$ cat src/include/vag_macros.svh
// Vector address generator constants
// Widths, AXI burst limits and the command queue depth

`ifndef VAG_MACROS_SVH
`define VAG_MACROS_SVH

// Address and vector length widths
`define VAG_ADDR_W        32
`define VAG_VL_W          16

// AXI data bus and burst limits
`define VAG_BUS_BYTES     8
`define VAG_BUS_BYTES_LOG 3
`define VAG_MAX_BEATS     256
`define VAG_PAGE_BITS     12

`define VAG_CMD_DEPTH     4

`endif

$ cat src/source/vag_pkg.sv
// Vector address generator types
// Plain vector typedefs for the widths that carry a meaning

`include "vag_macros.svh"

package vag_pkg;

  // Byte address on the AXI bus
  typedef logic [`VAG_ADDR_W-1:0] addr_t;

  // Element count of a vector instruction
  typedef logic [`VAG_VL_W-1:0] vl_t;

  // log2 of the element size in bytes
  typedef logic [1:0] sew_t;

  // AXI burst length, beats minus one
  typedef logic [7:0] axi_len_t;

  // AXI log2 of bytes per beat
  typedef logic [2:0] axi_size_t;

endpackage

$ cat src/source/lsu_cmd_fifo.sv
// Command queue toward the load/store units
// Holds one entry per issued AR or AW request, in issue order

`timescale 1ns/1ns
`include "vag_macros.svh"

module lsu_cmd_fifo (
  input  logic                clk_i,
  input  logic                rst_ni,
  input  logic                push_i,
  input  vag_pkg::addr_t      addr_i,
  input  vag_pkg::axi_len_t   len_i,
  input  vag_pkg::axi_size_t  size_i,
  input  logic                is_load_i,
  input  logic                pop_i,
  output logic                full_o,
  output logic                empty_o,
  output vag_pkg::addr_t      addr_o,
  output vag_pkg::axi_len_t   len_o,
  output vag_pkg::axi_size_t  size_o,
  output logic                is_load_o
);

  import vag_pkg::*;

  localparam int unsigned ptr_w = $clog2(`VAG_CMD_DEPTH);

  addr_t      addr_mem    [`VAG_CMD_DEPTH];
  axi_len_t   len_mem     [`VAG_CMD_DEPTH];
  axi_size_t  size_mem    [`VAG_CMD_DEPTH];
  logic       is_load_mem [`VAG_CMD_DEPTH];

  logic [ptr_w-1:0] wr_ptr_q;
  logic [ptr_w-1:0] rd_ptr_q;
  logic [ptr_w:0]   count_q;
  logic             do_pop;

  assign full_o  = (count_q == (ptr_w + 1)'(`VAG_CMD_DEPTH));
  assign empty_o = (count_q == '0);
  // A pop on an empty queue has no effect
  assign do_pop  = pop_i && !empty_o;

  assign addr_o    = addr_mem[rd_ptr_q];
  assign len_o     = len_mem[rd_ptr_q];
  assign size_o    = size_mem[rd_ptr_q];
  assign is_load_o = is_load_mem[rd_ptr_q];

  always_ff @(posedge clk_i) begin
    if (push_i) begin
      addr_mem[wr_ptr_q]    <= addr_i;
      len_mem[wr_ptr_q]     <= len_i;
      size_mem[wr_ptr_q]    <= size_i;
      is_load_mem[wr_ptr_q] <= is_load_i;
    end
  end

  always_ff @(posedge clk_i or negedge rst_ni) begin
    if (!rst_ni) begin
      wr_ptr_q <= '0;
      rd_ptr_q <= '0;
      count_q  <= '0;
    end else begin
      if (push_i) begin
        wr_ptr_q <= wr_ptr_q + 1'b1;
      end
      if (do_pop) begin
        rd_ptr_q <= rd_ptr_q + 1'b1;
      end
      count_q <= count_q + (ptr_w + 1)'(push_i) - (ptr_w + 1)'(do_pop);
    end
  end

  a_no_push_when_full: assert property (
    @(posedge clk_i) disable iff (!rst_ni) full_o |-> !push_i
  );

endmodule

$ cat src/source/unit_stride_planner.sv
// Unit-stride burst planner
// Splits a contiguous access into INCR bursts of 8-byte beats that hold
// at most 256 beats and never cross a 4 KiB page

`timescale 1ns/1ns
`include "vag_macros.svh"

module unit_stride_planner (
  input  logic               clk_i,
  input  logic               rst_ni,
  input  logic               start_i,
  input  vag_pkg::addr_t     addr_i,
  input  vag_pkg::vl_t       vl_i,
  input  vag_pkg::sew_t      sew_i,
  input  logic               step_i,
  output logic               cand_valid_o,
  output vag_pkg::addr_t     cand_addr_o,
  output vag_pkg::axi_len_t  cand_len_o,
  output logic               cand_last_o
);

  import vag_pkg::*;

  localparam addr_t beat_mask  = addr_t'(`VAG_BUS_BYTES - 1);
  localparam addr_t burst_span = addr_t'(`VAG_MAX_BEATS * `VAG_BUS_BYTES);
  localparam addr_t page_mask  = addr_t'((1 << `VAG_PAGE_BITS) - 1);

  logic  valid_q;
  addr_t addr_q;
  vl_t   rem_q;
  sew_t  sew_q;

  addr_t first_beat;
  addr_t data_end;
  addr_t beat_cap_end;
  addr_t page_end;
  addr_t burst_end;
  addr_t beats_m1;
  addr_t consumed;
  vl_t   rem_next;

  ////////////////////
  // Burst limits
  ////////////////////

  always_comb begin
    first_beat   = addr_q & ~beat_mask;
    // Last byte of the remaining data, rounded up to the end of its beat
    data_end     = (addr_q + (addr_t'(rem_q) << sew_q) - 1'b1) | beat_mask;
    beat_cap_end = first_beat + burst_span - 1'b1;
    page_end     = addr_q | page_mask;

    // Earliest of the three end points
    burst_end = data_end;
    if (beat_cap_end < burst_end) begin
      burst_end = beat_cap_end;
    end
    if (page_end < burst_end) begin
      burst_end = page_end;
    end

    beats_m1 = (burst_end - first_beat) >> `VAG_BUS_BYTES_LOG;
    consumed = (burst_end - addr_q + 1'b1) >> sew_q;
    rem_next = (addr_t'(rem_q) > consumed) ? rem_q - vl_t'(consumed) : '0;
  end

  assign cand_valid_o = valid_q;
  assign cand_addr_o  = addr_q;
  assign cand_len_o   = axi_len_t'(beats_m1);
  assign cand_last_o  = (rem_next == '0);

  ////////////////////
  // State
  ////////////////////

  always_ff @(posedge clk_i or negedge rst_ni) begin
    if (!rst_ni) begin
      valid_q <= 1'b0;
    end else if (start_i) begin
      valid_q <= 1'b1;
    end else if (step_i && cand_last_o) begin
      valid_q <= 1'b0;
    end
  end

  always_ff @(posedge clk_i) begin
    if (start_i) begin
      addr_q <= addr_i;
      rem_q  <= vl_i;
      sew_q  <= sew_i;
    end else if (step_i) begin
      // Next burst starts right after this one
      addr_q <= burst_end + 1'b1;
      rem_q  <= rem_next;
    end
  end

  a_len_in_range: assert property (
    @(posedge clk_i) disable iff (!rst_ni)
    cand_valid_o |-> beats_m1 <= addr_t'(`VAG_MAX_BEATS - 1)
  );

endmodule

$ cat src/source/strided_planner.sv
// Strided element walker
// Produces one single-beat request per element, stepping by the stride

`timescale 1ns/1ns

module strided_planner (
  input  logic                clk_i,
  input  logic                rst_ni,
  input  logic                start_i,
  input  vag_pkg::addr_t      addr_i,
  input  vag_pkg::vl_t        vl_i,
  input  vag_pkg::addr_t      stride_i,
  input  vag_pkg::sew_t       sew_i,
  input  logic                step_i,
  output logic                cand_valid_o,
  output vag_pkg::addr_t      cand_addr_o,
  output vag_pkg::axi_size_t  cand_size_o,
  output logic                cand_last_o
);

  import vag_pkg::*;

  logic  valid_q;
  addr_t addr_q;
  addr_t stride_q;
  sew_t  sew_q;
  vl_t   count_q;

  assign cand_valid_o = valid_q;
  assign cand_addr_o  = addr_q;
  // One element per beat, so the beat size is the element size
  assign cand_size_o  = axi_size_t'(sew_q);
  assign cand_last_o  = (count_q == vl_t'(1));

  always_ff @(posedge clk_i or negedge rst_ni) begin
    if (!rst_ni) begin
      valid_q <= 1'b0;
    end else if (start_i) begin
      valid_q <= 1'b1;
    end else if (step_i && cand_last_o) begin
      valid_q <= 1'b0;
    end
  end

  always_ff @(posedge clk_i) begin
    if (start_i) begin
      addr_q   <= addr_i;
      stride_q <= stride_i;
      sew_q    <= sew_i;
      count_q  <= vl_i;
    end else if (step_i) begin
      addr_q  <= addr_q + stride_q;
      count_q <= count_q - 1'b1;
    end
  end

endmodule

$ cat src/source/ax_request_issuer.sv
// AX request issuer
// Accepts one instruction at a time, checks the base alignment, drives
// AR or AW from the active planner and keeps the command queue in order

`timescale 1ns/1ns
`include "vag_macros.svh"

module ax_request_issuer (
  input  logic                clk_i,
  input  logic                rst_ni,
  input  logic                req_valid_i,
  input  vag_pkg::addr_t      req_addr_i,
  input  vag_pkg::vl_t        req_vl_i,
  input  vag_pkg::sew_t       req_sew_i,
  input  logic                req_is_load_i,
  input  logic                req_is_unit_i,
  input  logic                unit_valid_i,
  input  vag_pkg::addr_t      unit_addr_i,
  input  vag_pkg::axi_len_t   unit_len_i,
  input  logic                unit_last_i,
  input  logic                str_valid_i,
  input  vag_pkg::addr_t      str_addr_i,
  input  vag_pkg::axi_size_t  str_size_i,
  input  logic                str_last_i,
  input  logic                ar_ready_i,
  input  logic                aw_ready_i,
  input  logic                cmd_pop_i,
  output logic                start_unit_o,
  output logic                start_strided_o,
  output logic                step_unit_o,
  output logic                step_strided_o,
  output logic                ar_valid_o,
  output vag_pkg::addr_t      ar_addr_o,
  output vag_pkg::axi_len_t   ar_len_o,
  output vag_pkg::axi_size_t  ar_size_o,
  output logic                aw_valid_o,
  output vag_pkg::addr_t      aw_addr_o,
  output vag_pkg::axi_len_t   aw_len_o,
  output vag_pkg::axi_size_t  aw_size_o,
  output logic                cmd_valid_o,
  output vag_pkg::addr_t      cmd_addr_o,
  output vag_pkg::axi_len_t   cmd_len_o,
  output vag_pkg::axi_size_t  cmd_size_o,
  output logic                cmd_is_load_o,
  output logic                ack_o,
  output logic                error_o
);

  import vag_pkg::*;

  typedef enum logic [1:0] {
    ISS_IDLE,
    ISS_BUSY,
    ISS_ACK,
    ISS_ERR
  } iss_state_e;

  iss_state_e state_q, state_d;
  logic       is_load_q;
  logic       is_unit_q;

  logic [`VAG_BUS_BYTES_LOG-1:0] align_mask;
  logic      accept, misaligned;
  logic      cand_valid, cand_last, order_ok, issue, handshake;
  addr_t     cand_addr;
  axi_len_t  cand_len;
  axi_size_t cand_size;
  logic      fifo_full, fifo_empty;

  ////////////////////
  // Accept
  ////////////////////

  // Low address bits that must be zero for the element size
  assign align_mask = ~({`VAG_BUS_BYTES_LOG{1'b1}} << req_sew_i);
  assign misaligned = |(req_addr_i[`VAG_BUS_BYTES_LOG-1:0] & align_mask);
  assign accept     = (state_q == ISS_IDLE) && req_valid_i;

  assign start_unit_o    = accept && !misaligned && req_is_unit_i;
  assign start_strided_o = accept && !misaligned && !req_is_unit_i;

  ////////////////////
  // Issue
  ////////////////////

  assign cand_valid = is_unit_q ? unit_valid_i : str_valid_i;
  assign cand_last  = is_unit_q ? unit_last_i : str_last_i;
  assign cand_addr  = is_unit_q ? unit_addr_i : str_addr_i;
  assign cand_len   = is_unit_q ? unit_len_i : '0;
  assign cand_size  = is_unit_q ? axi_size_t'(`VAG_BUS_BYTES_LOG) : str_size_i;

  // Never switch direction while older commands of the other kind wait
  assign order_ok  = fifo_empty || (cmd_is_load_o == is_load_q);
  assign issue     = (state_q == ISS_BUSY) && cand_valid && !fifo_full && order_ok;
  assign handshake = (ar_valid_o && ar_ready_i) || (aw_valid_o && aw_ready_i);

  assign ar_valid_o = issue && is_load_q;
  assign ar_addr_o  = cand_addr;
  assign ar_len_o   = cand_len;
  assign ar_size_o  = cand_size;
  assign aw_valid_o = issue && !is_load_q;
  assign aw_addr_o  = cand_addr;
  assign aw_len_o   = cand_len;
  assign aw_size_o  = cand_size;

  assign step_unit_o    = handshake && is_unit_q;
  assign step_strided_o = handshake && !is_unit_q;

  assign cmd_valid_o = !fifo_empty;
  assign ack_o       = (state_q == ISS_ACK) || (state_q == ISS_ERR);
  assign error_o     = (state_q == ISS_ERR);

  lsu_cmd_fifo i_lsu_cmd_fifo (
    .clk_i     (clk_i),
    .rst_ni    (rst_ni),
    .push_i    (handshake),
    .addr_i    (cand_addr),
    .len_i     (cand_len),
    .size_i    (cand_size),
    .is_load_i (is_load_q),
    .pop_i     (cmd_pop_i),
    .full_o    (fifo_full),
    .empty_o   (fifo_empty),
    .addr_o    (cmd_addr_o),
    .len_o     (cmd_len_o),
    .size_o    (cmd_size_o),
    .is_load_o (cmd_is_load_o)
  );

  ////////////////////
  // FSM
  ////////////////////

  always_comb begin
    state_d = state_q;
    unique case (state_q)
      ISS_IDLE: begin
        if (accept) begin
          state_d = misaligned ? ISS_ERR : ISS_BUSY;
        end
      end
      ISS_BUSY: begin
        if (handshake && cand_last) begin
          state_d = ISS_ACK;
        end
      end
      // Both acknowledge states last one cycle
      default: state_d = ISS_IDLE;
    endcase
  end

  always_ff @(posedge clk_i or negedge rst_ni) begin
    if (!rst_ni) begin
      state_q   <= ISS_IDLE;
      is_load_q <= 1'b0;
      is_unit_q <= 1'b0;
    end else begin
      state_q <= state_d;
      if (accept) begin
        is_load_q <= req_is_load_i;
        is_unit_q <= req_is_unit_i;
      end
    end
  end

  a_vl_nonzero: assert property (
    @(posedge clk_i) disable iff (!rst_ni) accept |-> req_vl_i != '0
  );

  // A stalled request keeps its valid and its fields until ready
  a_ax_hold: assert property (
    @(posedge clk_i) disable iff (!rst_ni)
    (ar_valid_o && !ar_ready_i) || (aw_valid_o && !aw_ready_i) |=>
      (ar_valid_o || aw_valid_o) && $stable(cand_addr) && $stable(cand_len)
      && $stable(cand_size)
  );

endmodule

$ cat src/source/vec_addrgen.sv
// Top level of the vector memory address generator
// Turns one vector load or store into AXI AR or AW requests and a
// command queue for the load/store units

`timescale 1ns/1ns

module vec_addrgen (
  input  logic                clk_i,
  input  logic                rst_ni,
  input  logic                req_valid_i,
  input  vag_pkg::addr_t      req_addr_i,
  input  vag_pkg::vl_t        req_vl_i,
  input  vag_pkg::addr_t      req_stride_i,
  input  vag_pkg::sew_t       req_sew_i,
  input  logic                req_is_load_i,
  input  logic                req_is_unit_i,
  input  logic                ar_ready_i,
  input  logic                aw_ready_i,
  input  logic                cmd_pop_i,
  output logic                ar_valid_o,
  output vag_pkg::addr_t      ar_addr_o,
  output vag_pkg::axi_len_t   ar_len_o,
  output vag_pkg::axi_size_t  ar_size_o,
  output logic                aw_valid_o,
  output vag_pkg::addr_t      aw_addr_o,
  output vag_pkg::axi_len_t   aw_len_o,
  output vag_pkg::axi_size_t  aw_size_o,
  output logic                cmd_valid_o,
  output vag_pkg::addr_t      cmd_addr_o,
  output vag_pkg::axi_len_t   cmd_len_o,
  output vag_pkg::axi_size_t  cmd_size_o,
  output logic                cmd_is_load_o,
  output logic                ack_o,
  output logic                error_o
);

  import vag_pkg::*;

  logic      start_unit, start_strided;
  logic      step_unit, step_strided;
  logic      unit_valid, unit_last;
  addr_t     unit_addr;
  axi_len_t  unit_len;
  logic      str_valid, str_last;
  addr_t     str_addr;
  axi_size_t str_size;

  // Burst planner for unit-stride accesses
  unit_stride_planner i_unit_stride_planner (
    .clk_i        (clk_i),
    .rst_ni       (rst_ni),
    .start_i      (start_unit),
    .addr_i       (req_addr_i),
    .vl_i         (req_vl_i),
    .sew_i        (req_sew_i),
    .step_i       (step_unit),
    .cand_valid_o (unit_valid),
    .cand_addr_o  (unit_addr),
    .cand_len_o   (unit_len),
    .cand_last_o  (unit_last)
  );

  strided_planner i_strided_planner (
    .clk_i        (clk_i),
    .rst_ni       (rst_ni),
    .start_i      (start_strided),
    .addr_i       (req_addr_i),
    .vl_i         (req_vl_i),
    .stride_i     (req_stride_i),
    .sew_i        (req_sew_i),
    .step_i       (step_strided),
    .cand_valid_o (str_valid),
    .cand_addr_o  (str_addr),
    .cand_size_o  (str_size),
    .cand_last_o  (str_last)
  );

  ax_request_issuer i_ax_request_issuer (
    .clk_i           (clk_i),
    .rst_ni          (rst_ni),
    .req_valid_i     (req_valid_i),
    .req_addr_i      (req_addr_i),
    .req_vl_i        (req_vl_i),
    .req_sew_i       (req_sew_i),
    .req_is_load_i   (req_is_load_i),
    .req_is_unit_i   (req_is_unit_i),
    .unit_valid_i    (unit_valid),
    .unit_addr_i     (unit_addr),
    .unit_len_i      (unit_len),
    .unit_last_i     (unit_last),
    .str_valid_i     (str_valid),
    .str_addr_i      (str_addr),
    .str_size_i      (str_size),
    .str_last_i      (str_last),
    .ar_ready_i      (ar_ready_i),
    .aw_ready_i      (aw_ready_i),
    .cmd_pop_i       (cmd_pop_i),
    .start_unit_o    (start_unit),
    .start_strided_o (start_strided),
    .step_unit_o     (step_unit),
    .step_strided_o  (step_strided),
    .ar_valid_o      (ar_valid_o),
    .ar_addr_o       (ar_addr_o),
    .ar_len_o        (ar_len_o),
    .ar_size_o       (ar_size_o),
    .aw_valid_o      (aw_valid_o),
    .aw_addr_o       (aw_addr_o),
    .aw_len_o        (aw_len_o),
    .aw_size_o       (aw_size_o),
    .cmd_valid_o     (cmd_valid_o),
    .cmd_addr_o      (cmd_addr_o),
    .cmd_len_o       (cmd_len_o),
    .cmd_size_o      (cmd_size_o),
    .cmd_is_load_o   (cmd_is_load_o),
    .ack_o           (ack_o),
    .error_o         (error_o)
  );

endmodule

$ cat config.mk
export PLATFORM = sky130hd
export DESIGN_NAME = vec_addrgen
export DESIGN_NICKNAME = d
export VERILOG_FILES = /design/src/source/vag_pkg.sv /design/src/source/lsu_cmd_fifo.sv /design/src/source/unit_stride_planner.sv /design/src/source/strided_planner.sv /design/src/source/ax_request_issuer.sv /design/src/source/vec_addrgen.sv
export VERILOG_INCLUDE_DIRS = /design/src /design/src/include
export SDC_FILE = /design/constraint.sdc
export NUM_CORES = 1
export LEC_CHECK = 0
export BUFFER_PORTS_ARGS = -buffer_cell sky130_fd_sc_hd__buf_2
export CAP_MARGIN = 10
export CORE_ASPECT_RATIO = 1.75
export CORE_MARGIN = 2
export CORE_UTILIZATION = 40
export CTS_CLUSTER_DIAMETER = 40
export DETAILED_ROUTE_END_ITERATION = 8
export GPL_TIMING_DRIVEN = 1
export PLACE_DENSITY_LB_ADDON = 0.12
export SLEW_MARGIN = 20
export SYNTH_ARGS = -nofsm -noshare
export SYNTH_HDL_FRONTEND = slang
export SYNTH_SLANG_ARGS = --single-unit
$ cat constraint.sdc
create_clock -name clk_i -period 23.5 [get_ports clk_i]
set_input_delay 2.35 -clock clk_i [delete_from_list [all_inputs] [get_ports clk_i]]
set_output_delay 2.35 -clock clk_i [all_outputs]
set_load 0.005 [all_outputs]
======== Word level (Yosys, flattened, before mapping) ========
Memories as Yosys holds them, arrays and structs flattened.
Cells that the tools add are included.
word-level totals
  flip-flop bits (word level) ............. 145
  memory bits (writable) .................. 172
  input bits .............................. 90
  output and inout bits ................... 135
  memories kept ........................... 4
cells by class
  add/sub/neg operators ................... 15
  order comparisons ....................... 3
  equal/unequal tests ..................... 8
  shift-type cells ........................ 3
  muxes and demuxes ....................... 26
  bitwise operators ....................... 2
  reductions and logical operators ........ 35
memories
  name                                            depth  width  read ports  clocked after memory_dff  write ports  RTL line            source
  i_ax_request_issuer.i_lsu_cmd_fifo.addr_mem     4      32     1           0                         1            lsu_cmd_fifo.sv:28  addr_t addr_mem [`VAG_CMD_DEPTH];
  i_ax_request_issuer.i_lsu_cmd_fifo.len_mem      4      8      1           0                         1            lsu_cmd_fifo.sv:29  axi_len_t len_mem [`VAG_CMD_DEPTH];
  i_ax_request_issuer.i_lsu_cmd_fifo.size_mem     4      2      1           0                         1            lsu_cmd_fifo.sv:30  axi_size_t size_mem [`VAG_CMD_DEPTH];
  i_ax_request_issuer.i_lsu_cmd_fifo.is_load_mem  4      1      1           0                         1            lsu_cmd_fifo.sv:31  logic is_load_mem [`VAG_CMD_DEPTH];
operators with widths
  cell                                                 number
  two-way mux 32 bit                                   7
  two-way mux 16 bit                                   5
  adder 32 x 1 -> 32 bit (second input constant)       2
  adder 32 bit                                         2
  less-than comparator 32 bit                          2
  subtractor 32 x 1 -> 32 bit (second input constant)  2
  adder 32 x 12 -> 32 bit (second input constant)      1
  greater-than comparator 16 x 32 -> 1 bit             1
  left shift 16 x 2 -> 32 bit                          1
  >> shifter 32 x 2 -> 32 bit                          1
  subtractor 32 bit                                    1
  logical AND 1 bit                                    17
  == test 16 x 1 -> 1 bit (second input constant)      1
  zero test 16 bit                                     1
  subtractor 16 x 1 -> 16 bit (second input constant)  1
  subtractor 16 bit                                    1
  subtractor 11 bit                                    1
  two-way mux 1 bit                                    8
  two-way mux 2 bit                                    4
  two-way mux 8 bit                                    1
  nonzero test 2 bit                                   4
  zero test 1 bit                                      6
  adder 2 x 1 -> 2 bit (second input constant)         2
  == test 2 bit (second input constant)                2
  other kinds (16)                                     18

======== Depth between registers and ports, before layout ========
Gate-level depths: netlist (run 1).
  word-level depth ........................ 17
  mapped depth ............................ 72

======== Cells and area by module ========
Synthesis (run 1) repeated with hierarchy kept, for this count alone.
second synthesis, totals
  cell total of the unflattened synthesis .. 2371
  area, all modules ....................... 24459.7 um2
modules (own cells, without submodules)
  module               instances  cells each  area an instance (um2)
  unit_stride_planner  1          1510        11616.1
  lsu_cmd_fifo         1          266         6817.8
  strided_planner      1          470         4948.5
  ax_request_issuer    1          125         1077.3

======== Least setup slack after synthesis (run 1) ========
No wires, ideal clock.
  path type ............................... flip-flop to flip-flop
  from .................................... register i_unit_stride_planner.sew_q[0]
  to ...................................... register i_unit_stride_planner.rem_q[10], data pin
  setup time .............................. 169 ps
  data arrival time ....................... 13454 ps
  slack ................................... 9877 ps
  cell stages (with the launch flop) ...... 65
  path buffers ............................ 9
  clock period less this slack ............ 13623 ps
  cell sequence ........................... edfxtp_1 buf_2 buf_1 clkbuf_1 mux2i_1 a21oi_1 inv_1 ha_1 inv_1 ha_1 a21o_1 a31o_1 o31a_1 or2_1 o311a_4 nor3_1 nor2_1 a21oi_1 [29 not listed] o21bai_1 a21oi_1 xnor2_1 mux2i_1 mux2_2 ha_1 and4_1 nand2_1 o21bai_1 a21oi_1 o31ai_1 a21oi_1 o2111ai_1 a311oi_1 nor4b_1 nand3b_1 buf_2 o31ai_1
between the ends
  word-level cells in the longest chain between the ends .. 14
  elaborated cells between the ends (all ways) .. 15
ends and longest elaborated chain
  element                                                                               RTL line                   source
  start, declared                                                                       unit_stride_planner.sv:31  sew_t sew_q;
  start signal, assigned                                                                unit_stride_planner.sv:90  sew_q <= sew_i;
  left shift 16 x 2 -> 32 bit                                                           unit_stride_planner.sv:49  data_end = (addr_q + (addr_t'(rem_q) << sew_q) - 1'b1) | beat_mask;
  adder 32 bit                                                                          unit_stride_planner.sv:49
  subtractor 32 x 1 -> 32 bit                                                           unit_stride_planner.sv:49
  less-than comparator 32 bit                                                           unit_stride_planner.sv:55  if (beat_cap_end < burst_end) begin
  two-way mux 32 bit                                                                    unit_stride_planner.sv:55
  less-than comparator 32 bit                                                           unit_stride_planner.sv:58  if (page_end < burst_end) begin
  two-way mux 32 bit                                                                    unit_stride_planner.sv:58
  subtractor 32 bit                                                                     unit_stride_planner.sv:63  consumed = (burst_end - addr_q + 1'b1) >> sew_q;
  adder 32 x 1 -> 32 bit                                                                unit_stride_planner.sv:63
  >> shifter 32 x 2 -> 32 bit *                                                         unit_stride_planner.sv:63
  greater-than comparator 16 x 32 -> 1 bit / subtractor 16 bit (equally long branches)  unit_stride_planner.sv:64  rem_next = (addr_t'(rem_q) > consumed) ? rem_q - vl_t'(consumed) : '0;
  two-way mux 16 bit *                                                                  unit_stride_planner.sv:64
  two-way mux 16 bit *                                                                  unit_stride_planner.sv:91  end else if (step_i) begin
  two-way mux 16 bit *                                                                  unit_stride_planner.sv:87  if (start_i) begin
  end signal, assigned                                                                  unit_stride_planner.sv:89  rem_q <= vl_i;
  end signal, assigned                                                                  unit_stride_planner.sv:94  rem_q <= rem_next;
  end, declared                                                                         unit_stride_planner.sv:30  vl_t rem_q;
Mark *: on every way between the ends. The rest lies on a longest branch, timed or not. The select of a mux whose other input is x is not followed.
A chain may end at the register's enable or synchronous reset.

======== Final worst setup path (run 1) ========
  from .................................... register i_unit_stride_planner.sew_q[1]
  to ...................................... register i_unit_stride_planner.rem_q[1], data pin
The elaborated chain is that of the path after synthesis.

==> results of run 1 <==
-- cells in the mapped netlist (all sizes together) (16+ instances only) --
cell type    n  area share
mux2        58       0.028
nor3        47       0.010
buf         71       0.020
o21a        20      0.0065
ha         216        0.12
edfxtp     304        0.39
o211ai      17      0.0057
mux4        47       0.045
and2        19      0.0051
xnor2       99       0.037
a21o        31       0.010
or2         18      0.0049
inv        190       0.031
o21ai      145       0.031
a211oi      16      0.0059
a21oi      116       0.025
mux2i       41       0.018
nand2b      25      0.0067
a31oi       24      0.0064
nor2b       24      0.0065
nand4       21      0.0056
o31ai       35       0.011
clkbuf      42      0.0068
xor2        45       0.017
nor2       136       0.022
nand2      215       0.035
nand3       46      0.0099
-- worst register-to-register path, delay by kind of cell (launching register included) --
kind / cells / cell delay (ns)
buf+inv: 8 / 2.01
compound gates: 32 / 7.40
flops: 1 / 0.36
mux: 1 / 0.33
fa+ha+maj: 7 / 2.31
xor+xnor: 1 / 0.21
simple gates: 17 / 3.63
-- metal layers --
layer	wire length [um]	GRT usage	vias up
li1	-	-	8560
met1	28100	0.2675	8783
met2	35720	0.4174	411
met3	2073	0.01601	107
met4	2434	0.08166	0
met5	0	0	-
-- layout make-up --
class / instances / area, um^2
repair buffers: 242 / 1264
flip-flops and latches: 317 / 9458
well taps: 773 / 967.2
multi-input cells: 1638 / 12580
clock inverters: 26 / 350.3
inverters: 190 / 713.2
fillers: 5586 / 31790
clock buffers: 35 / 854.6
-- cells in the final DEF (no fill, tap or decap), types with 16 or more instances in the layout --
| cell type | n |
|---|---|
| sky130_fd_sc_hd__o211ai_1 | 16 |
| sky130_fd_sc_hd__o21ai_0 | 140 |
| sky130_fd_sc_hd__nor2b_1 | 23 |
| sky130_fd_sc_hd__nor3_1 | 46 |
| sky130_fd_sc_hd__a21o_1 | 30 |
| sky130_fd_sc_hd__o21a_1 | 19 |
| sky130_fd_sc_hd__o31ai_1 | 34 |
| sky130_fd_sc_hd__inv_1 | 189 |
| sky130_fd_sc_hd__nand2b_1 | 25 |
| sky130_fd_sc_hd__xor2_1 | 45 |
| sky130_fd_sc_hd__nand3_1 | 46 |
| sky130_fd_sc_hd__a21oi_1 | 116 |
| sky130_fd_sc_hd__nand4_1 | 21 |
| sky130_fd_sc_hd__buf_4 | 21 |
| sky130_fd_sc_hd__nand2_1 | 214 |
| sky130_fd_sc_hd__edfxtp_1 | 304 |
| sky130_fd_sc_hd__mux4_2 | 47 |
| sky130_fd_sc_hd__a31oi_1 | 24 |
| sky130_fd_sc_hd__mux2_2 | 58 |
| sky130_fd_sc_hd__nor2_1 | 136 |
| sky130_fd_sc_hd__ha_1 | 216 |
| sky130_fd_sc_hd__mux2i_1 | 41 |
| sky130_fd_sc_hd__buf_2 | 221 |
| sky130_fd_sc_hd__clkbuf_16 | 34 |
| sky130_fd_sc_hd__xnor2_1 | 99 |
-- kinds of logic (layout without fill, tap and decap cells) --
group | Yosys count | after routing | share of synthesized area
AOI/OAI and AO/OA | 485 | 485 | 0.1362
xor gates and xnor gates | 144 | 144 | 0.05404
adders and majority gates | 227 | 227 | 0.1244
buffers and inverters | 303 | 493 | 0.05747
DFF | 317 | 317 | 0.4051
muxes | 146 | 146 | 0.09093
other | 1 | 3 | 0.0001607
and+or+nand+nor | 633 | 633 | 0.1317
-- path summary, 6_finish.rpt --
check,from,end,slack [ns],depth (start not counted)
setup / recovery,i_unit_stride_planner.sew_q[1],i_unit_stride_planner.rem_q[1],7.07,66
hold / removal,i_ax_request_issuer.i_lsu_cmd_fifo.count_q[2],i_ax_request_issuer.i_lsu_cmd_fifo.count_q[2],0.47,1
setup reg to reg,i_unit_stride_planner.sew_q[1],i_unit_stride_planner.rem_q[1],7.07,66
hold reg to reg,i_ax_request_issuer.i_lsu_cmd_fifo.count_q[2],i_ax_request_issuer.i_lsu_cmd_fifo.count_q[2],0.47,1
max in group asynchronous,rst_ni,i_ax_request_issuer.i_lsu_cmd_fifo.rd_ptr_q[0],21.49,1
min in group asynchronous,rst_ni,i_strided_planner.cand_valid_o,1.71,1
-- per-stage QoR --
step | cell area, um^2 | worst slack [ns] | instances | hold WS [ns] | util
global placement | 24980 | 7.619 | 3160 | 0.4590 | 0.4308
floorplan | 23340 | 9.877 | 2258 | 0.4392 | -
detailed placement | 24980 | 7.234 | 3160 | 0.4618 | 0.4309
CTS | 26190 | 7.172 | 3221 | 0.4719 | 0.4517
global route | 26190 | 5.774 | 3221 | 0.4923 | 0.4517
finish | 26190 | 7.067 | 3221 | 0.4727 | 0.4517
-- flip-flops by register name, summed over array words and instances (netlist names), 3 cells and up --
register / flops
i_unit_stride_planner.rem_q: 16
i_ax_request_issuer.i_lsu_cmd_fifo.is_load_mem: 4
i_unit_stride_planner.cand_addr_o: 32
i_strided_planner.stride_q: 32
i_ax_request_issuer.i_lsu_cmd_fifo.size_mem: 8
i_ax_request_issuer.i_lsu_cmd_fifo.count_q: 3
i_ax_request_issuer.i_lsu_cmd_fifo.len_mem: 32
i_strided_planner.count_q: 16
i_ax_request_issuer.i_lsu_cmd_fifo.addr_mem: 128
i_strided_planner.cand_addr_o: 32
==> impl_metrics.xml, run 1 <==
<?xml version="1.0" encoding="UTF-8"?>
<metrics>
  <group name="status">
    <metric name="run_status" unit="">complete, no violations</metric>
  </group>
  <group name="sta">
    <metric name="min_period_over_period" unit="">0.6993</metric>
    <metric name="timing.final.hold_violations" unit="">0</metric>
    <metric name="final.setup_skew" unit="ns">0.03413</metric>
    <metric name="normalized_max_slew_margin" unit="">0.3673</metric>
    <metric name="period_needed" unit="ns">16.43</metric>
    <metric name="timing.fmax" unit="MHz">60.85</metric>
    <metric name="final.setup.tns" unit="ns">0</metric>
    <metric name="grt_setup_unrepaired" unit="">false</metric>
    <metric name="final-setup-viol-count" unit="">0</metric>
    <metric name="worst-slew-pin-transition" unit="ns">0.9490</metric>
    <metric name="slew_violations" unit="">0</metric>
  </group>
  <group name="clock_network">
    <metric name="tritoncts.num_buffers" unit="">34</metric>
    <metric name="cts.root.buffer_cell" unit="">sky130_fd_sc_hd__clkbuf_16</metric>
    <metric name="post-cts-setup-buffers" unit="">0</metric>
    <metric name="tritoncts_clock_tree" unit="">built</metric>
    <metric name="numClockSinks" unit="">317</metric>
    <metric name="clkSlewWorstSetupHoldPaths" unit="ns">0.07</metric>
    <metric name="ctsResizeCount" unit="">0</metric>
    <metric name="clk_path_buf_depth" unit="">3</metric>
    <metric name="cts.hold.buffers_added" unit="">0</metric>
    <metric name="ctsHtreeMaxLevel" unit="">2</metric>
    <metric name="clkLatencyLatePin" unit="ns">0.55</metric>
  </group>
  <group name="synthesis">
    <metric name="seq_area_frac_synth" unit="">0.4051</metric>
    <metric name="synth.yosys.warnings" unit="">0</metric>
    <metric name="synth-edff-count" unit="">304</metric>
    <metric name="synth.ff_latch_count" unit="">317</metric>
    <metric name="netlist-cell-type-count" unit="">95</metric>
    <metric name="postSynthAreaPerCell" unit="um^2">10.34</metric>
    <metric name="synthesis.instances" unit="">2256</metric>
    <metric name="async_reset_ff_frac" unit="">0.04101</metric>
    <metric name="synth.cell_area" unit="um^2">23340</metric>
    <metric name="postSynth.topFlopCell" unit="">sky130_fd_sc_hd__edfxtp_1</metric>
  </group>
  <group name="critical_path">
    <metric name="worst_stage_delay_on_the_critical_path" unit="ns">0.78</metric>
    <metric name="path_delay_family" unit="">compound AO/OA/AOI/OAI gates</metric>
    <metric name="critical_path_peak_fanout" unit="">52</metric>
    <metric name="slowest_stage" unit="">sky130_fd_sc_hd__o31ai_4</metric>
    <metric name="worstPathArrival" unit="ns">16.79</metric>
    <metric name="worstSetupStartpointType" unit="">register</metric>
    <metric name="end_kind" unit="">register</metric>
    <metric name="crit_type" unit="">reg -&gt; reg</metric>
    <metric name="critPathRequiredTime" unit="ns">23.85</metric>
    <metric name="timing.critical_path.buf_inv" unit="">8</metric>
  </group>
  <group name="detailed_routing">
    <metric name="vias" unit="">17860</metric>
    <metric name="initial_detailed_routing_violation_count" unit="">1065</metric>
    <metric name="drt_first_pass_iters" unit="">5</metric>
    <metric name="finalWirelength" unit="mm">68.33</metric>
    <metric name="remaining_drc_errors" unit="">0</metric>
    <metric name="avgViaCountPerCell" unit="">5.545</metric>
    <metric name="detail_route.wl_per_cell" unit="um">21.21</metric>
    <metric name="detail-route-antenna-nets" unit="">0</metric>
  </group>
  <group name="global_route">
    <metric name="first_global_vias" unit="">18150</metric>
    <metric name="gr-total-overflow" unit="">0</metric>
    <metric name="grt_antenna_before_repair" unit="">0</metric>
    <metric name="grt_first_pass_wirelength" unit="mm">104.6</metric>
    <metric name="grt_start_max_net_pins" unit="">76</metric>
    <metric name="grt_usage" unit="">0.2228</metric>
  </group>
  <group name="floorplanning">
    <metric name="core_area" unit="um^2">57970</metric>
    <metric name="start_util" unit="">0.4026</metric>
    <metric name="rows" unit="">117</metric>
    <metric name="floorplan.die.height" unit="um">323.5</metric>
    <metric name="io-pin-count" unit="">225</metric>
    <metric name="die_area" unit="um^2">60370</metric>
    <metric name="die_width" unit="um">186.6</metric>
  </group>
  <group name="finish">
    <metric name="fraction_of_final_layout_cells_sized_beyond_drive_strength_1" unit="">0.1875</metric>
    <metric name="layout_nets" unit="">2738</metric>
    <metric name="antennaDiodeCount" unit="">0</metric>
    <metric name="layout_stage_area_growth_over_the_synthesis_result" unit="%">12.20</metric>
  </group>
  <group name="placed_design">
    <metric name="routabilityCongestion" unit="">0.9039</metric>
    <metric name="count_of_port_buffers_added_during_placement" unit="">221</metric>
    <metric name="dpl.hpwl" unit="mm">54.13</metric>
  </group>
  <group name="flow_run">
    <metric name="cap_violations" unit="">0</metric>
  </group>
  <group name="worst_hold_path">
    <metric name="hold_path_class" unit="">reg -&gt; reg</metric>
  </group>
</metrics>
Power of run 1 is left out: the tool's default activity adds up to more than one toggle a clock period on the data nets, which glitch-free logic cannot reach.
==> inputs of run 2 (changes only) <==
- clock period: 23.5 -> 17 ns (I/O delays scaled with it)
==> run 2 against run 1 <==
Wire length up 0.67%. Die area unchanged. Flip-flop and latch count unchanged. Via count hardly changed. Maximum frequency increased by 6.8%. Cell area is 0.46% higher. Critical path type unchanged.
==> impl_metrics.xml, run 2 (synthesis gave the netlist of run 1 again) <==
<?xml version="1.0" encoding="UTF-8"?>
<metrics>
  <group name="finish">
    <metric name="regMostFlops" unit="">i_ax_request_issuer.i_lsu_cmd_fifo.addr_mem</metric>
    <metric name="mostFrequentLayoutCell" unit="">sky130_fd_sc_hd__edfxtp_1</metric>
    <metric name="layout.cells.most_common_list" unit="">304 x sky130_fd_sc_hd__edfxtp_1, 221 x sky130_fd_sc_hd__buf_2, 216 x sky130_fd_sc_hd__ha_1</metric>
    <metric name="nFillCells" unit="">5571</metric>
    <metric name="antennaDiodeCount" unit="">0</metric>
    <metric name="regArea" unit="um^2">9458</metric>
    <metric name="layout_stage_area_growth_over_the_synthesis_result" unit="%">12.72</metric>
    <metric name="multi_input_logic_area" unit="um^2">12570</metric>
    <metric name="layout_nets" unit="">2745</metric>
    <metric name="final_cell_count_without_fillers" unit="">3229</metric>
    <metric name="fraction_of_final_layout_cells_sized_beyond_drive_strength_1" unit="">0.1893</metric>
    <metric name="largest_reg_flops" unit="">128</metric>
  </group>
  <group name="status">
    <metric name="run_status" unit="">complete, no violations</metric>
  </group>
  <group name="worst_hold_path">
    <metric name="hold_depth" unit="">1</metric>
    <metric name="hold_path_class" unit="">reg -&gt; reg</metric>
    <metric name="hp-start" unit="">i_ax_request_issuer.i_lsu_cmd_fifo.count_q[2]</metric>
    <metric name="hold_path_end" unit="">i_ax_request_issuer.i_lsu_cmd_fifo.count_q[2]</metric>
  </group>
  <group name="placed_design">
    <metric name="post-place-cells" unit="">3165</metric>
    <metric name="count_of_port_buffers_added_during_placement" unit="">221</metric>
    <metric name="routabilityCongestion" unit="">0.8974</metric>
    <metric name="dpl.hpwl" unit="mm">54.10</metric>
  </group>
  <group name="sta">
    <metric name="timing.fmax" unit="MHz">65.00</metric>
    <metric name="period_needed" unit="ns">15.38</metric>
    <metric name="final-setup-viol-count" unit="">0</metric>
    <metric name="worst-slew-pin-transition" unit="ns">0.9007</metric>
    <metric name="final.setup_skew" unit="ns">0.02408</metric>
    <metric name="timing.final.hold_violations" unit="">0</metric>
    <metric name="normalized_max_slew_margin" unit="">0.3995</metric>
    <metric name="min_period_over_period" unit="">0.9049</metric>
    <metric name="final.setup.tns" unit="ns">0</metric>
    <metric name="slew_violations" unit="">0</metric>
    <metric name="grt_setup_unrepaired" unit="">false</metric>
  </group>
  <group name="clock_network">
    <metric name="cts.hold.buffers_added" unit="">0</metric>
    <metric name="ctsResizeCount" unit="">0</metric>
    <metric name="clkLatencyLatePin" unit="ns">0.55</metric>
    <metric name="numClockSinks" unit="">317</metric>
    <metric name="clkSlewWorstSetupHoldPaths" unit="ns">0.06</metric>
    <metric name="tritoncts.num_buffers" unit="">34</metric>
    <metric name="ctsHtreeMaxLevel" unit="">2</metric>
    <metric name="clk_path_buf_depth" unit="">3</metric>
    <metric name="tritoncts_clock_tree" unit="">built</metric>
    <metric name="cts.root.buffer_cell" unit="">sky130_fd_sc_hd__clkbuf_16</metric>
    <metric name="post-cts-setup-buffers" unit="">0</metric>
  </group>
  <group name="detailed_routing">
    <metric name="vias" unit="">17850</metric>
    <metric name="routedLengthMet1" unit="mm">28.34</metric>
    <metric name="dr.max_layer_used" unit="">met4</metric>
    <metric name="initial_detailed_routing_violation_count" unit="">1029</metric>
    <metric name="wl_met2" unit="mm">35.76</metric>
    <metric name="finalWirelength" unit="mm">68.79</metric>
    <metric name="avgViaCountPerCell" unit="">5.528</metric>
    <metric name="drt_first_pass_iters" unit="">5</metric>
    <metric name="detail_route.wl_per_cell" unit="um">21.30</metric>
    <metric name="detail-route-antenna-nets" unit="">0</metric>
    <metric name="remaining_drc_errors" unit="">0</metric>
    <metric name="met3_wirelength" unit="mm">2.117</metric>
  </group>
  <group name="floorplanning">
    <metric name="die_width" unit="um">186.6</metric>
    <metric name="core_area" unit="um^2">57970</metric>
    <metric name="die_area" unit="um^2">60370</metric>
    <metric name="io-pin-count" unit="">225</metric>
    <metric name="rows" unit="">117</metric>
    <metric name="floorplan.die.height" unit="um">323.5</metric>
    <metric name="start_util" unit="">0.4026</metric>
  </group>
  <group name="critical_path">
    <metric name="end_kind" unit="">register</metric>
    <metric name="worst_r2r_endpoint" unit="">i_unit_stride_planner.rem_q[13]</metric>
    <metric name="critPathRequiredTime" unit="ns">17.36</metric>
    <metric name="worst_stage_delay_on_the_critical_path" unit="ns">0.72</metric>
    <metric name="slowest_stage" unit="">sky130_fd_sc_hd__edfxtp_1</metric>
    <metric name="timing.critical_path.buf_inv" unit="">7</metric>
    <metric name="crit_type" unit="">reg -&gt; reg</metric>
    <metric name="path_delay_family" unit="">compound AO/OA/AOI/OAI gates</metric>
    <metric name="flop_to_flop_setup_slack" unit="ns">1.62</metric>
    <metric name="worstSetupStartpointType" unit="">register</metric>
    <metric name="regToRegStartpoint" unit="">i_unit_stride_planner.sew_q[0]</metric>
    <metric name="worstPathArrival" unit="ns">15.75</metric>
    <metric name="ff2ff_path_depth" unit="">60</metric>
    <metric name="critical_path_peak_fanout" unit="">28</metric>
    <metric name="cpMostUsedCell" unit="">sky130_fd_sc_hd__ha_1</metric>
  </group>
  <group name="global_route">
    <metric name="grt_usage" unit="">0.2234</metric>
    <metric name="grt_first_pass_wirelength" unit="mm">104.2</metric>
    <metric name="gr-total-overflow" unit="">0</metric>
    <metric name="grt_antenna_before_repair" unit="">0</metric>
    <metric name="grt_start_max_net_pins" unit="">78</metric>
    <metric name="first_global_vias" unit="">17920</metric>
  </group>
  <group name="flow_run">
    <metric name="cap_violations" unit="">0</metric>
  </group>
</metrics>
-- run 2: how the worst max path moves through the flow --
stage	cells after the start	startpoint	slack, ns	end
after global placement	62	i_unit_stride_planner.sew_q[0]	1.13	i_unit_stride_planner.rem_q[2]
after detailed placement	63	i_unit_stride_planner.sew_q[0]	0.93	i_unit_stride_planner.rem_q[13]
after CTS	61	i_unit_stride_planner.sew_q[0]	0.86	i_unit_stride_planner.rem_q[13]
after floorplan	64	i_unit_stride_planner.sew_q[0]	3.38	i_unit_stride_planner.rem_q[10]
after global routing	61	i_unit_stride_planner.sew_q[0]	0.14	i_unit_stride_planner.rem_q[3]
final	60	i_unit_stride_planner.sew_q[0]	1.62	i_unit_stride_planner.rem_q[13]
-- run 2: metal layers --
metal | vias to the layer above | track usage
li1 | 8571 | -
met1 | 8743 | 0.2659
met2 | 429 | 0.4173
met3 | 108 | 0.01926
met4 | 0 | 0.08519
met5 | - | 0
-- run 2: cell type report --
type                    instances  share of cell area
clock buffers                  38             0.03291
clock inverters                24             0.01570
inverters                     190             0.02711
multi-input cells            1638              0.4780
flip-flops and latches        317              0.3595
well taps                     773             0.03677
repair buffers                249             0.05004
-- run 2: worst register-to-register path, delay by kind of cell, from the launching register on --
| family | cells | cell delay [ns] |
|---|---|---|
| simple gates | 17 | 3.44 |
| compound gates | 23 | 6.00 |
| flops | 1 | 0.72 |
| buf+inv | 7 | 1.22 |
| mux | 4 | 1.32 |
| fa+ha+maj | 7 | 2.08 |
| xor+xnor | 2 | 0.39 |
-- run 2: stage by stage --
| step | util | hold WS [ns] | worst slack (ns) | cell area [um^2] |
|---|---|---|---|---|
| 3_3_place_gp | 0.4315 | 0.4749 | 1.130 | 25010 |
| 3_5_place_dp | 0.4315 | 0.4750 | 0.9319 | 25010 |
| 4_1_cts | 0.4535 | 0.4873 | 0.8588 | 26290 |
| 2_1_floorplan | - | 0.4392 | 3.377 | 23340 |
| 6_report | 0.4538 | 0.4865 | 1.616 | 26310 |
| 5_1_grt | 0.4538 | 0.5164 | 0.1396 | 26310 |
Power of run 2 is left out for the same reason.
